--- config.mk ---
export PLATFORM = sky130hd
export DESIGN_NAME = snes_mem_front
export DESIGN_NICKNAME = d
export VERILOG_FILES = /design/src/logic/mem_pkg.sv /design/src/logic/snes_mem_front.sv /design/src/logic/vram_read_filter.sv /design/src/logic/cpu_port_bridge.sv /design/src/logic/load_ctrl.sv
export SDC_FILE = /design/constraint.sdc
export NUM_CORES = 1
export LEC_CHECK = 0
export BUFFER_PORTS_ARGS = -buffer_cell sky130_fd_sc_hd__buf_2
export CAP_MARGIN = 20
export CORE_AREA = 2 2 133 135
export CTS_BUF_LIST = sky130_fd_sc_hd__clkbuf_2 sky130_fd_sc_hd__clkbuf_4 sky130_fd_sc_hd__clkbuf_8
export DETAILED_ROUTE_END_ITERATION = 16
export DIE_AREA = 0 0 135 137
export PLACE_DENSITY = 0.75
export SYNTH_ARGS = -nofsm -noshare
export SYNTH_HDL_FRONTEND = slang
export SYNTH_SLANG_ARGS = --single-unit
--- constraint.sdc ---
create_clock -name wclk -period 3.5 [get_ports wclk]
set_input_delay 0.875 -clock wclk [delete_from_list [all_inputs] [get_ports wclk]]
set_output_delay 0.875 -clock wclk [all_outputs]
set_load 0.005 [all_outputs]
--- src/logic/mem_pkg.sv ---
/*
 * shared types and constants for the console memory front end.
 * imported by every block that touches the request or bus structs
 */
package mem_pkg;

    // cpu port byte address width
    localparam int SDRAM_AW = 23;
    // wram sits at the top 128KB of sdram
    localparam logic [5:0] WRAM_BANK_PREFIX = 6'b111111;
    // upper nibble of rom_type where bsram reads ignore rd_n
    localparam logic [3:0] ROM_TYPE_BSRAM_RD = 4'hC;
    // vram address bits forwarded to the controller
    localparam int VRAM_AW = 15;

    // console side strobes, all active low as on the console
    typedef struct packed {
        logic [23:0] rom_addr;
        logic        rom_ce_n;
        logic        rom_word;
        logic [16:0] wram_addr;
        logic [7:0]  wram_d;
        logic        wram_ce_n;
        logic        wram_rd_n;
        logic        wram_we_n;
        logic [19:0] bsram_addr;
        logic [7:0]  bsram_d;
        logic        bsram_ce_n;
        logic        bsram_rd_n;
        logic        bsram_we_n;
    } snes_bus_t;

    // both ppu vram ports, shared oe
    typedef struct packed {
        logic [15:0] vram1_addr;
        logic [15:0] vram2_addr;
        logic        vram1_we_n;
        logic        vram2_we_n;
        logic        vram_oe_n;
        logic [7:0]  vram1_d;
        logic [7:0]  vram2_d;
    } vram_bus_t;

    typedef struct packed {
        logic [SDRAM_AW-1:0] addr;
        logic [1:0]          ds;
        logic [15:0]         din;
        logic                port;
        logic                rd;
        logic                wr;
    } cpu_req_t;

    typedef struct packed {
        logic [19:0] addr;
        logic [7:0]  din;
        logic        rd;
        logic        wr;
    } bsram_req_t;

    typedef struct packed {
        logic               vram1_rd;
        logic               vram2_rd;
        logic               vram1_wr;
        logic               vram2_wr;
        logic [VRAM_AW-1:0] vram1_addr;
        logic [VRAM_AW-1:0] vram2_addr;
        logic [7:0]         vram1_din;
        logic [7:0]         vram2_din;
    } vram_req_t;

    // one accepted loader byte
    typedef struct packed {
        logic [23:0] addr;
        logic [7:0]  data;
        logic        valid;
    } load_wr_t;

    // sdram word, seen whole or as two bytes
    typedef union packed {
        logic [15:0] word;
        struct packed {
            logic [7:0] hi;
            logic [7:0] lo;
        } b;
    } data_word_u;

endpackage
--- src/logic/snes_mem_front.sv ---
/*
 * memory front end between the console buses and the shared sdram controller.
 * loader, cpu-port bridge and vram filter side by side
 */
`timescale 1ns/1ps

module snes_mem_front import mem_pkg::*; #(
    parameter int VRAM_AW = mem_pkg::VRAM_AW
) (
    input  logic        wclk,
    input  logic        resetn,

    // console side
    input  snes_bus_t   snes,
    input  vram_bus_t   vram,
    input  logic        sysclkf_ce,
    input  logic        sysclkr_ce,
    input  logic [7:0]  rom_type,

    // cartridge loader
    input  logic        loading,
    input  logic        loader_req,
    input  logic [7:0]  loader_byte,
    output logic        loader_ack,

    // run control
    input  logic        sdram_busy,
    input  logic        pause,
    output logic        enable,
    output logic        loaded,

    // sdram controller
    input  logic [15:0] cpu_port0,
    input  logic [15:0] cpu_port1,
    output cpu_req_t    cpu_req,
    output bsram_req_t  bsram_req,
    output vram_req_t   vram_req,

    // read data back to the console
    output logic [15:0] rom_q,
    output logic [7:0]  wram_q
);

    // accepted loader byte, into the cpu port
    load_wr_t load_wr;

    load_ctrl i_load_ctrl (
        .wclk        (wclk),
        .resetn      (resetn),
        .loading     (loading),
        .loader_req  (loader_req),
        .loader_byte (loader_byte),
        .sdram_busy  (sdram_busy),
        .pause       (pause),
        .loader_ack  (loader_ack),
        .load_wr     (load_wr),
        .loaded      (loaded),
        .enable      (enable)
    );

    cpu_port_bridge i_cpu_port_bridge (
        .wclk       (wclk),
        .resetn     (resetn),
        .snes       (snes),
        .rom_type   (rom_type),
        .sysclkf_ce (sysclkf_ce),
        .sysclkr_ce (sysclkr_ce),
        .enable     (enable),
        .load_wr    (load_wr),
        .cpu_port0  (cpu_port0),
        .cpu_port1  (cpu_port1),
        .cpu_req    (cpu_req),
        .bsram_req  (bsram_req),
        .rom_q      (rom_q),
        .wram_q     (wram_q)
    );

    vram_read_filter #(
        .VRAM_AW (VRAM_AW)
    ) i_vram_read_filter (
        .wclk     (wclk),
        .resetn   (resetn),
        .vram     (vram),
        .vram_req (vram_req)
    );

endmodule

--- src/logic/vram_read_filter.sv ---
/*
 * turns the ppu vram strobes into controller requests.
 * drops repeated reads and pushes a colliding port 2 read back one cycle
 */
`timescale 1ns/1ps

module vram_read_filter import mem_pkg::*; #(
    parameter int VRAM_AW = mem_pkg::VRAM_AW
) (
    input  logic      wclk,
    input  logic      resetn,
    input  vram_bus_t vram,
    output vram_req_t vram_req
);

    // last cycle's view of the bus
    logic [VRAM_AW-1:0] vram1_addr_old;
    logic [VRAM_AW-1:0] vram2_addr_old;
    logic               vram_oe_n_old;
    logic               vram2_read_delay_r;

    logic vram1_new_read;
    logic vram2_new_read;
    logic vram2_read_delay;

    // a read held over several cycles counts once
    assign vram1_new_read = ~vram.vram_oe_n
                          & (vram_oe_n_old | (vram1_addr_old != vram.vram1_addr[VRAM_AW-1:0]));
    assign vram2_new_read = ~vram.vram_oe_n
                          & (vram_oe_n_old | (vram2_addr_old != vram.vram2_addr[VRAM_AW-1:0]));

    // controller takes one read per cycle when addresses differ
    assign vram2_read_delay = vram1_new_read & vram2_new_read
                            & (vram.vram1_addr != vram.vram2_addr);

    always_ff @(posedge wclk) begin
        if (~resetn) begin
            vram_oe_n_old      <= 1'b1;
            vram2_read_delay_r <= 1'b0;
        end else begin
            vram_oe_n_old      <= vram.vram_oe_n;
            vram2_read_delay_r <= vram2_read_delay;
        end
    end

    always_ff @(posedge wclk) begin
        vram1_addr_old <= vram.vram1_addr[VRAM_AW-1:0];
        vram2_addr_old <= vram.vram2_addr[VRAM_AW-1:0];
    end

    // same-cycle pass through apart from the deferred port 2 read
    assign vram_req.vram1_rd   = vram1_new_read;
    assign vram_req.vram2_rd   = (vram2_new_read & ~vram2_read_delay) | vram2_read_delay_r;
    assign vram_req.vram1_wr   = ~vram.vram1_we_n;
    assign vram_req.vram2_wr   = ~vram.vram2_we_n;
    assign vram_req.vram1_addr = vram.vram1_addr[VRAM_AW-1:0];
    assign vram_req.vram2_addr = vram.vram2_addr[VRAM_AW-1:0];
    assign vram_req.vram1_din  = vram.vram1_d;
    assign vram_req.vram2_din  = vram.vram2_d;

endmodule

--- src/logic/cpu_port_bridge.sv ---
/*
 * builds the sdram cpu-port and battery ram requests from console strobes.
 * also steers returned sdram words back onto the byte-wide rom and wram buses
 */
`timescale 1ns/1ps

module cpu_port_bridge import mem_pkg::*; (
    input  logic        wclk,
    input  logic        resetn,
    input  snes_bus_t   snes,
    input  logic [7:0]  rom_type,
    input  logic        sysclkf_ce,
    input  logic        sysclkr_ce,
    input  logic        enable,
    input  load_wr_t    load_wr,
    input  logic [15:0] cpu_port0,
    input  logic [15:0] cpu_port1,
    output cpu_req_t    cpu_req,
    output bsram_req_t  bsram_req,
    output logic [15:0] rom_q,
    output logic [7:0]  wram_q
);

    // fall / rise phases, one cycle behind the console enables
    logic f2;
    logic r2;

    logic       wram_rd;
    logic       wram_wr;
    logic       bsram_rd_t;
    logic       bsram_wr_t;
    cpu_req_t   cpu_req_nxt;
    data_word_u rom_word_in;
    data_word_u wram_word_in;
    data_word_u wram_din_w;
    data_word_u load_din_w;

    assign wram_rd = ~snes.wram_ce_n & ~snes.wram_rd_n;
    assign wram_wr = ~snes.wram_ce_n & ~snes.wram_we_n;

    // some cart types read bsram without a read strobe
    assign bsram_rd_t = ~snes.bsram_ce_n & f2
                      & (~snes.bsram_rd_n | (rom_type[7:4] == ROM_TYPE_BSRAM_RD));
    assign bsram_wr_t = ~snes.bsram_ce_n & ~snes.bsram_we_n & r2;

    // write bytes go out on both lanes, ds picks the real one
    assign wram_din_w.b.hi = snes.wram_d;
    assign wram_din_w.b.lo = snes.wram_d;
    assign load_din_w.b.hi = load_wr.data;
    assign load_din_w.b.lo = load_wr.data;

    always_ff @(posedge wclk) begin
        if (~resetn) begin
            f2 <= 1'b0;
            r2 <= 1'b0;
        end else begin
            f2 <= sysclkf_ce & enable;
            r2 <= sysclkr_ce & enable;
        end
    end

    // one cpu-port request per cycle
    // loader first, then rom, then wram
    always_comb begin
        cpu_req_nxt = '0;
        if (load_wr.valid) begin
            cpu_req_nxt.addr = load_wr.addr[SDRAM_AW-1:0];
            cpu_req_nxt.ds   = {load_wr.addr[0], ~load_wr.addr[0]};
            cpu_req_nxt.din  = load_din_w.word;
            cpu_req_nxt.wr   = 1'b1;
        end else if (~snes.rom_ce_n & ~bsram_rd_t & f2) begin
            // rom reads are always full words
            cpu_req_nxt.addr = snes.rom_addr[SDRAM_AW-1:0];
            cpu_req_nxt.ds   = 2'b11;
            cpu_req_nxt.rd   = 1'b1;
        end else if (wram_rd | wram_wr) begin
            // 7E/7F banks map to the top of sdram
            cpu_req_nxt.addr = {WRAM_BANK_PREFIX, snes.wram_addr};
            cpu_req_nxt.ds   = {snes.wram_addr[0], ~snes.wram_addr[0]};
            cpu_req_nxt.din  = wram_din_w.word;
            cpu_req_nxt.port = 1'b1;
            cpu_req_nxt.rd   = wram_rd & f2;
            cpu_req_nxt.wr   = wram_wr & r2;
        end
    end

    // controller samples these at fixed timing
    always_ff @(posedge wclk) begin
        if (~resetn)
            cpu_req <= '0;
        else
            cpu_req <= cpu_req_nxt;
    end

    // bsram strobes
    always_ff @(posedge wclk) begin
        if (~resetn) begin
            bsram_req.rd <= 1'b0;
            bsram_req.wr <= 1'b0;
        end else begin
            bsram_req.rd <= bsram_rd_t;
            bsram_req.wr <= bsram_wr_t;
        end
    end

    // bsram address and data, captured every cycle
    always_ff @(posedge wclk) begin
        bsram_req.addr <= snes.bsram_addr;
        bsram_req.din  <= snes.bsram_d;
    end

    // read data back to the console
    assign rom_word_in.word  = cpu_port0;
    assign wram_word_in.word = cpu_port1;

    // odd byte reads need the high byte moved down
    always_comb begin
        if (snes.rom_word | ~snes.rom_addr[0])
            rom_q = rom_word_in.word;
        else
            rom_q = {rom_word_in.b.lo, rom_word_in.b.hi};
    end

    assign wram_q = snes.wram_addr[0] ? wram_word_in.b.hi : wram_word_in.b.lo;

endmodule

--- src/logic/load_ctrl.sv ---
/*
 * cartridge loader handshake, loader address and loaded flag.
 * also produces the registered console run enable
 */
`timescale 1ns/1ps

module load_ctrl import mem_pkg::*; (
    input  logic       wclk,
    input  logic       resetn,
    input  logic       loading,
    input  logic       loader_req,
    input  logic [7:0] loader_byte,
    input  logic       sdram_busy,
    input  logic       pause,
    output logic       loader_ack,
    output load_wr_t   load_wr,
    output logic       loaded,
    output logic       enable
);

    logic [23:0] loader_addr;
    logic        loading_r;
    logic        accept;

    // take a byte only when req is up and ack is down
    assign accept = loader_req & ~loader_ack;

    // handshake and byte capture
    always_ff @(posedge wclk) begin
        if (~resetn) begin
            loader_ack    <= 1'b0;
            load_wr.valid <= 1'b0;
        end else begin
            load_wr.valid <= accept;
            if (accept)
                loader_ack <= 1'b1;
            else if (~loader_req)
                loader_ack <= 1'b0;
        end
    end

    // payload of the accepted byte
    always_ff @(posedge wclk) begin
        if (accept) begin
            load_wr.addr <= loader_addr;
            load_wr.data <= loader_byte;
        end
    end

    // loader address and loaded flag from loading edges
    always_ff @(posedge wclk) begin
        if (~resetn) begin
            loading_r   <= 1'b0;
            loaded      <= 1'b0;
            loader_addr <= '0;
        end else begin
            loading_r <= loading;
            if (accept)
                loader_addr <= loader_addr + 24'd1;
            // a new load restarts at zero and wins over the increment
            if (loading & ~loading_r) begin
                loader_addr <= '0;
                loaded      <= 1'b0;
            end
            if (~loading & loading_r)
                loaded <= 1'b1;
        end
    end

    // console runs only when memory is idle and a cart is in
    always_ff @(posedge wclk) begin
        if (~resetn)
            enable <= 1'b0;
        else
            enable <= ~sdram_busy & ~pause & loaded;
    end

endmodule

[Yosys cells after proc, flatten, opt, wreduce, memory -nomap -nowiden]
Cells that the tools add are included.
Word-level totals
  output and inout bits: 151
  register bits: 168
Operators by class
  reductions and logical operators: 4
  add/sub/neg operators: 1
  bitwise logic cells: 49
  multiplexer cells: 13
  equality and inequality tests: 5
Operators by type and width (number)
  $mux 44: 1
  $mux 41: 1
  $ne 15x15->1: 2
  $mux 25: 1
  $add 24x1->24 const B: 1
  $and 1x1->1: 22
  $not 1->1: 21
  $mux 17: 1
  $mux 16: 1
  $ne 16x16->1: 1
  $mux 8: 1
  $mux 1: 7
  $or 1x1->1: 6
  $eq 4x4->1 const B: 1
  $reduce_or 2->1: 2
  $reduce_or 3->1: 1
  $ne 2x1->1 const B: 1
  $reduce_bool 2->1: 1

[Longest topological paths before layout]
  depth after elaboration: 8
  depth in mapped cells: 7

[Modules after synthesis]
A second synthesis with hierarchy kept.
Unflattened totals
  cells, all modules: 574
  area total of the unflattened synthesis: 6269.8 µm²
Modules (own cells, without submodules)
  cpu_port_bridge: area an instance 2472.4 µm², instances 1, seq. area each 1361.3 µm², cells an instance 248
  load_ctrl: area an instance 2253.4 µm², instances 1, seq. area each 1541.5 µm², cells an instance 177
  vram_read_filter: area an instance 1544.0 µm², instances 1, seq. area each 640.6 µm², cells an instance 149

[Worst setup path after synthesis]
Ideal clock, no wire load.
  kind: input to output
  start point: input vram[43] in the netlist's numbering
  end point: output vram_req[48] in the netlist's numbering
  arrival: 1.735 ns
  setup slack: 0.890 ns
  stages on the path: 5
  path buffers: 0
  cell sequence: xnor2_1 -> nand4_1 -> nor4_1 -> a21o_1 -> a31o_2
RTL lines
  from (decl): line snes_mem_front.sv:15  | input vram_bus_t vram,
  to (decl): line snes_mem_front.sv:37  | output vram_req_t vram_req,

==> flow_summary.yaml <==
die:
  die_w_um: 135
  die_h_um: 137
  num_io_pins: 343
  core.rowCount: 48
  die_area_sq_um: 18500
  core_sq_um: 17100
  start_util_pct: 36.7
drt:
  wl_um: 17200
  wl_per_cell_um: 15.7
  vias: 5030
  ant_nets: 0
  post_drt_via_cell_ratio: 4.59
  drc_errors: 0
  drtIter0Drc: 245
  dr.pass1.iters: 4
timing:
  setup_viol: 0
  setup_tns_ns: 0
  skew_ns: 0.0104
  relSlewSlack_pct: 65.2
  period_needed_ns: 3.05
  final_hold_viol_count: 0
  hold_ws_ns: 0.461
  fin_crit_sh_pct: 87.1
  rsz0062_at_grt: "no"
  max_freq_ghz: 0.328
  worstMarginPinSlew_ns: 0.523
  drv_slew: 0
global_route:
  grt_max_degree: 37
  overflow: 0
  grt_pass1_vias: 4712
  grt_pass1_wl_um: 24900
  grt_use_total_pct: 17.9
  antenna_found_initial: 0
worst_setup_path:
  cp.required_ns: 2.62
  arrival_ns: 2.17
  cp_max_fo: 4
  startpoint_type: "input port"
  crit_type: "input port to primary output"
  end_kind: "primary output"
pwr:
  swShare_pct: 25.2
  p_int_mw: 2.83
  power_frac_seq_pct: 52.1
  power_mw: 3.78
  power_frac_clock_pct: 36.7
  irDropWorstVdd_mv: 0.289
  power.leakage_nw: 3.64
  p_sw_mw: 0.953
  powerDensity_nw_per_um2: 471
  combPwrFrac_pct: 11.2
clocking:
  clk_path_buf_depth: 2
  postCtsSetupBuffers: 0
  cts_max_level: 4
  clock_latency_ns: 0.45
  cts_hold_buf: 0
  root_buffer: "clkbuf_8"
  postCtsResizedCells: 0
  cts_tree: "built"
  numCtsBuffers: 17
  path_clk_slew_ns: 0.09
  clkSinkCount: 159
synth:
  synth_area_sq_um: 6260
  synth_xor_area_share_pct: 9.10
  synth.largest_area_cell: "dfxtp_1"
  synth-compound-area-share_pct: 8.32
  ys.flop_type: "dfxtp_1"
  muxShareOfSynthArea_pct: 1.76
  synth_commonest_cells: "128 x dfxtp_1, 73 x nand2_1, 55 x buf_4"
  synth_edf_count: 31
  syn_area_per_cell_sq_um: 10.3
  post-synth-top-count-cell: "dfxtp_1"
  yosysTopAreaCellShare_pct: 41.0
  synth_top_family_by_area: "simple AND/OR/NAND/NOR gates"
  synth_cells: 605
  synthArstFlopShare_pct: 0
  synth_warnings: 0
  seq_area_frac_synth_pct: 55.8
  synth.area.top_cells: "dfxtp_1 41%, edfxtp_1 15%, buf_4 6.6%"
  ys_ff_latch: 159
  synthAdderAreaFrac_pct: 0.600
  synthSimpleGateAreaFrac_pct: 15.2
  ys_types: 46
  syn-num-nets: 800
placement:
  gp_congestion: 0.793
  dp_hpwl_um: 13100
  placed_cells: 1063
  io_buffer_count: 305
layout:
  finalNetCount: 1052
  area_delta_synth_final_pct: 28.3
  layout-drive-gt1-share_pct: 42.5
  stdcell_count: 1096
job:
  cap_violations: 0
outcome:
  outcome: "finished clean"
worst_hold_path:
  hold_path.class: "register to register"
[final timing paths]
check	end	cells after the start	slack, ns	from
min	i_load_ctrl.load_wr[31]	0	0.46	i_load_ctrl.loader_addr[22]
max	vram_req[48]	7	0.45	vram[43]
min reg2reg	i_load_ctrl.load_wr[31]	0	0.46	i_load_ctrl.loader_addr[22]
max reg2reg	i_load_ctrl.loader_addr[19]	5	1.85	i_load_ctrl.loader_addr[7]
[sequential cells by signal (all words and copies together), names as in the netlist]
signal,flops
i_load_ctrl.enable,1
i_vram_read_filter.vram2_addr_old,15
i_load_ctrl.loading_r,1
i_load_ctrl.loader_ack,1
i_cpu_port_bridge.r2,1
i_cpu_port_bridge.cpu_req,36
i_cpu_port_bridge.f2,1
i_vram_read_filter.vram2_read_delay_r,1
i_cpu_port_bridge.bsram_req,30
i_load_ctrl.loader_addr,23
i_load_ctrl.load_wr,32
i_load_ctrl.loaded,1
i_vram_read_filter.vram_oe_n_old,1
i_vram_read_filter.vram1_addr_old,15
[cell type report]
cell class / instances / area (sq um)
fill: 1622 / 9030
sequential: 159 / 3490
multi-input combinational: 354 / 2210
timing repair buffer: 315 / 1600
tap: 225 / 282
clock buffer: 19 / 255
clock inverter: 13 / 150
inverter: 10 / 37.5
antenna: 1 / 2.50
[cell families (layout without fill, tap and decap cells)]
kind of cell | Yosys count | in the layout
AOI/OAI and AO/OA | 94 | 94
xor gates and xnor gates | 65 | 65
adders and majority gates | 3 | 3
buffers and inverters | 92 | 357
DFF | 159 | 159
muxes | 10 | 10
other | 0 | 1
and+or+nand+nor | 182 | 182
[power by group through the flow]
stage | registers, mW | logic (mW) | clock network (mW)
3_5_place_dp | 2.01 | 0.427 | 0
5_1_grt | 1.98 | 0.470 | 1.51
2_1_floorplan | 2.01 | 0.209 | 0
3_3_place_gp | 2.01 | 0.420 | 0
4_1_cts | 1.97 | 0.429 | 1.43
6_report | 1.97 | 0.423 | 1.39
[placed cells by master (no fill, tap or decap), types with 3 or more instances in the layout]
cell type  count
o21ai_0       25
and2_1         4
nor2_1        27
nor3_1         4
nand2_1       73
xor2_1        23
clkbuf_8      18
nand3_1       22
buf_4         10
inv_1         10
inv_4          4
a21oi_1       52
buf_2        305
nand2b_1       3
and3_1         3
nand4_1       17
nor4_1         6
mux2_2         8
xnor2_1       42
a21boi_0       9
nor4_2         3
edfxtp_1      31
ha_1           3
dfxtp_1      128
[worst max-delay path: stages]
cell	delay [ns]
buf_2	0.13
xnor2_1	0.18
nand4_1	0.11
nor4_1	0.40
a21o_1	0.20
a31o_2	0.16
buf_2	0.11
[per-layer routing]
layer	track usage [%]	vias up	part of all wire, %
met2	31.0	183	51
li1	-	2505	-
met4	5.38	0	0.96
met3	5.56	13	6.8
met5	0	-	0
met1	21.4	2329	42
[per-stage QoR]
stage / setup WS [ns] / util (%) / area, sq um
after floorplan: 0.890 / - / 6260
after global placement: 0.500 / 44.7 / 7620
after detailed placement: 0.488 / 44.7 / 7620
after CTS: 0.475 / 47.1 / 8030
after global routing: 0.276 / 47.1 / 8030
final: 0.451 / 47.1 / 8030
Note: power is estimated with default switching activity, not from simulation.
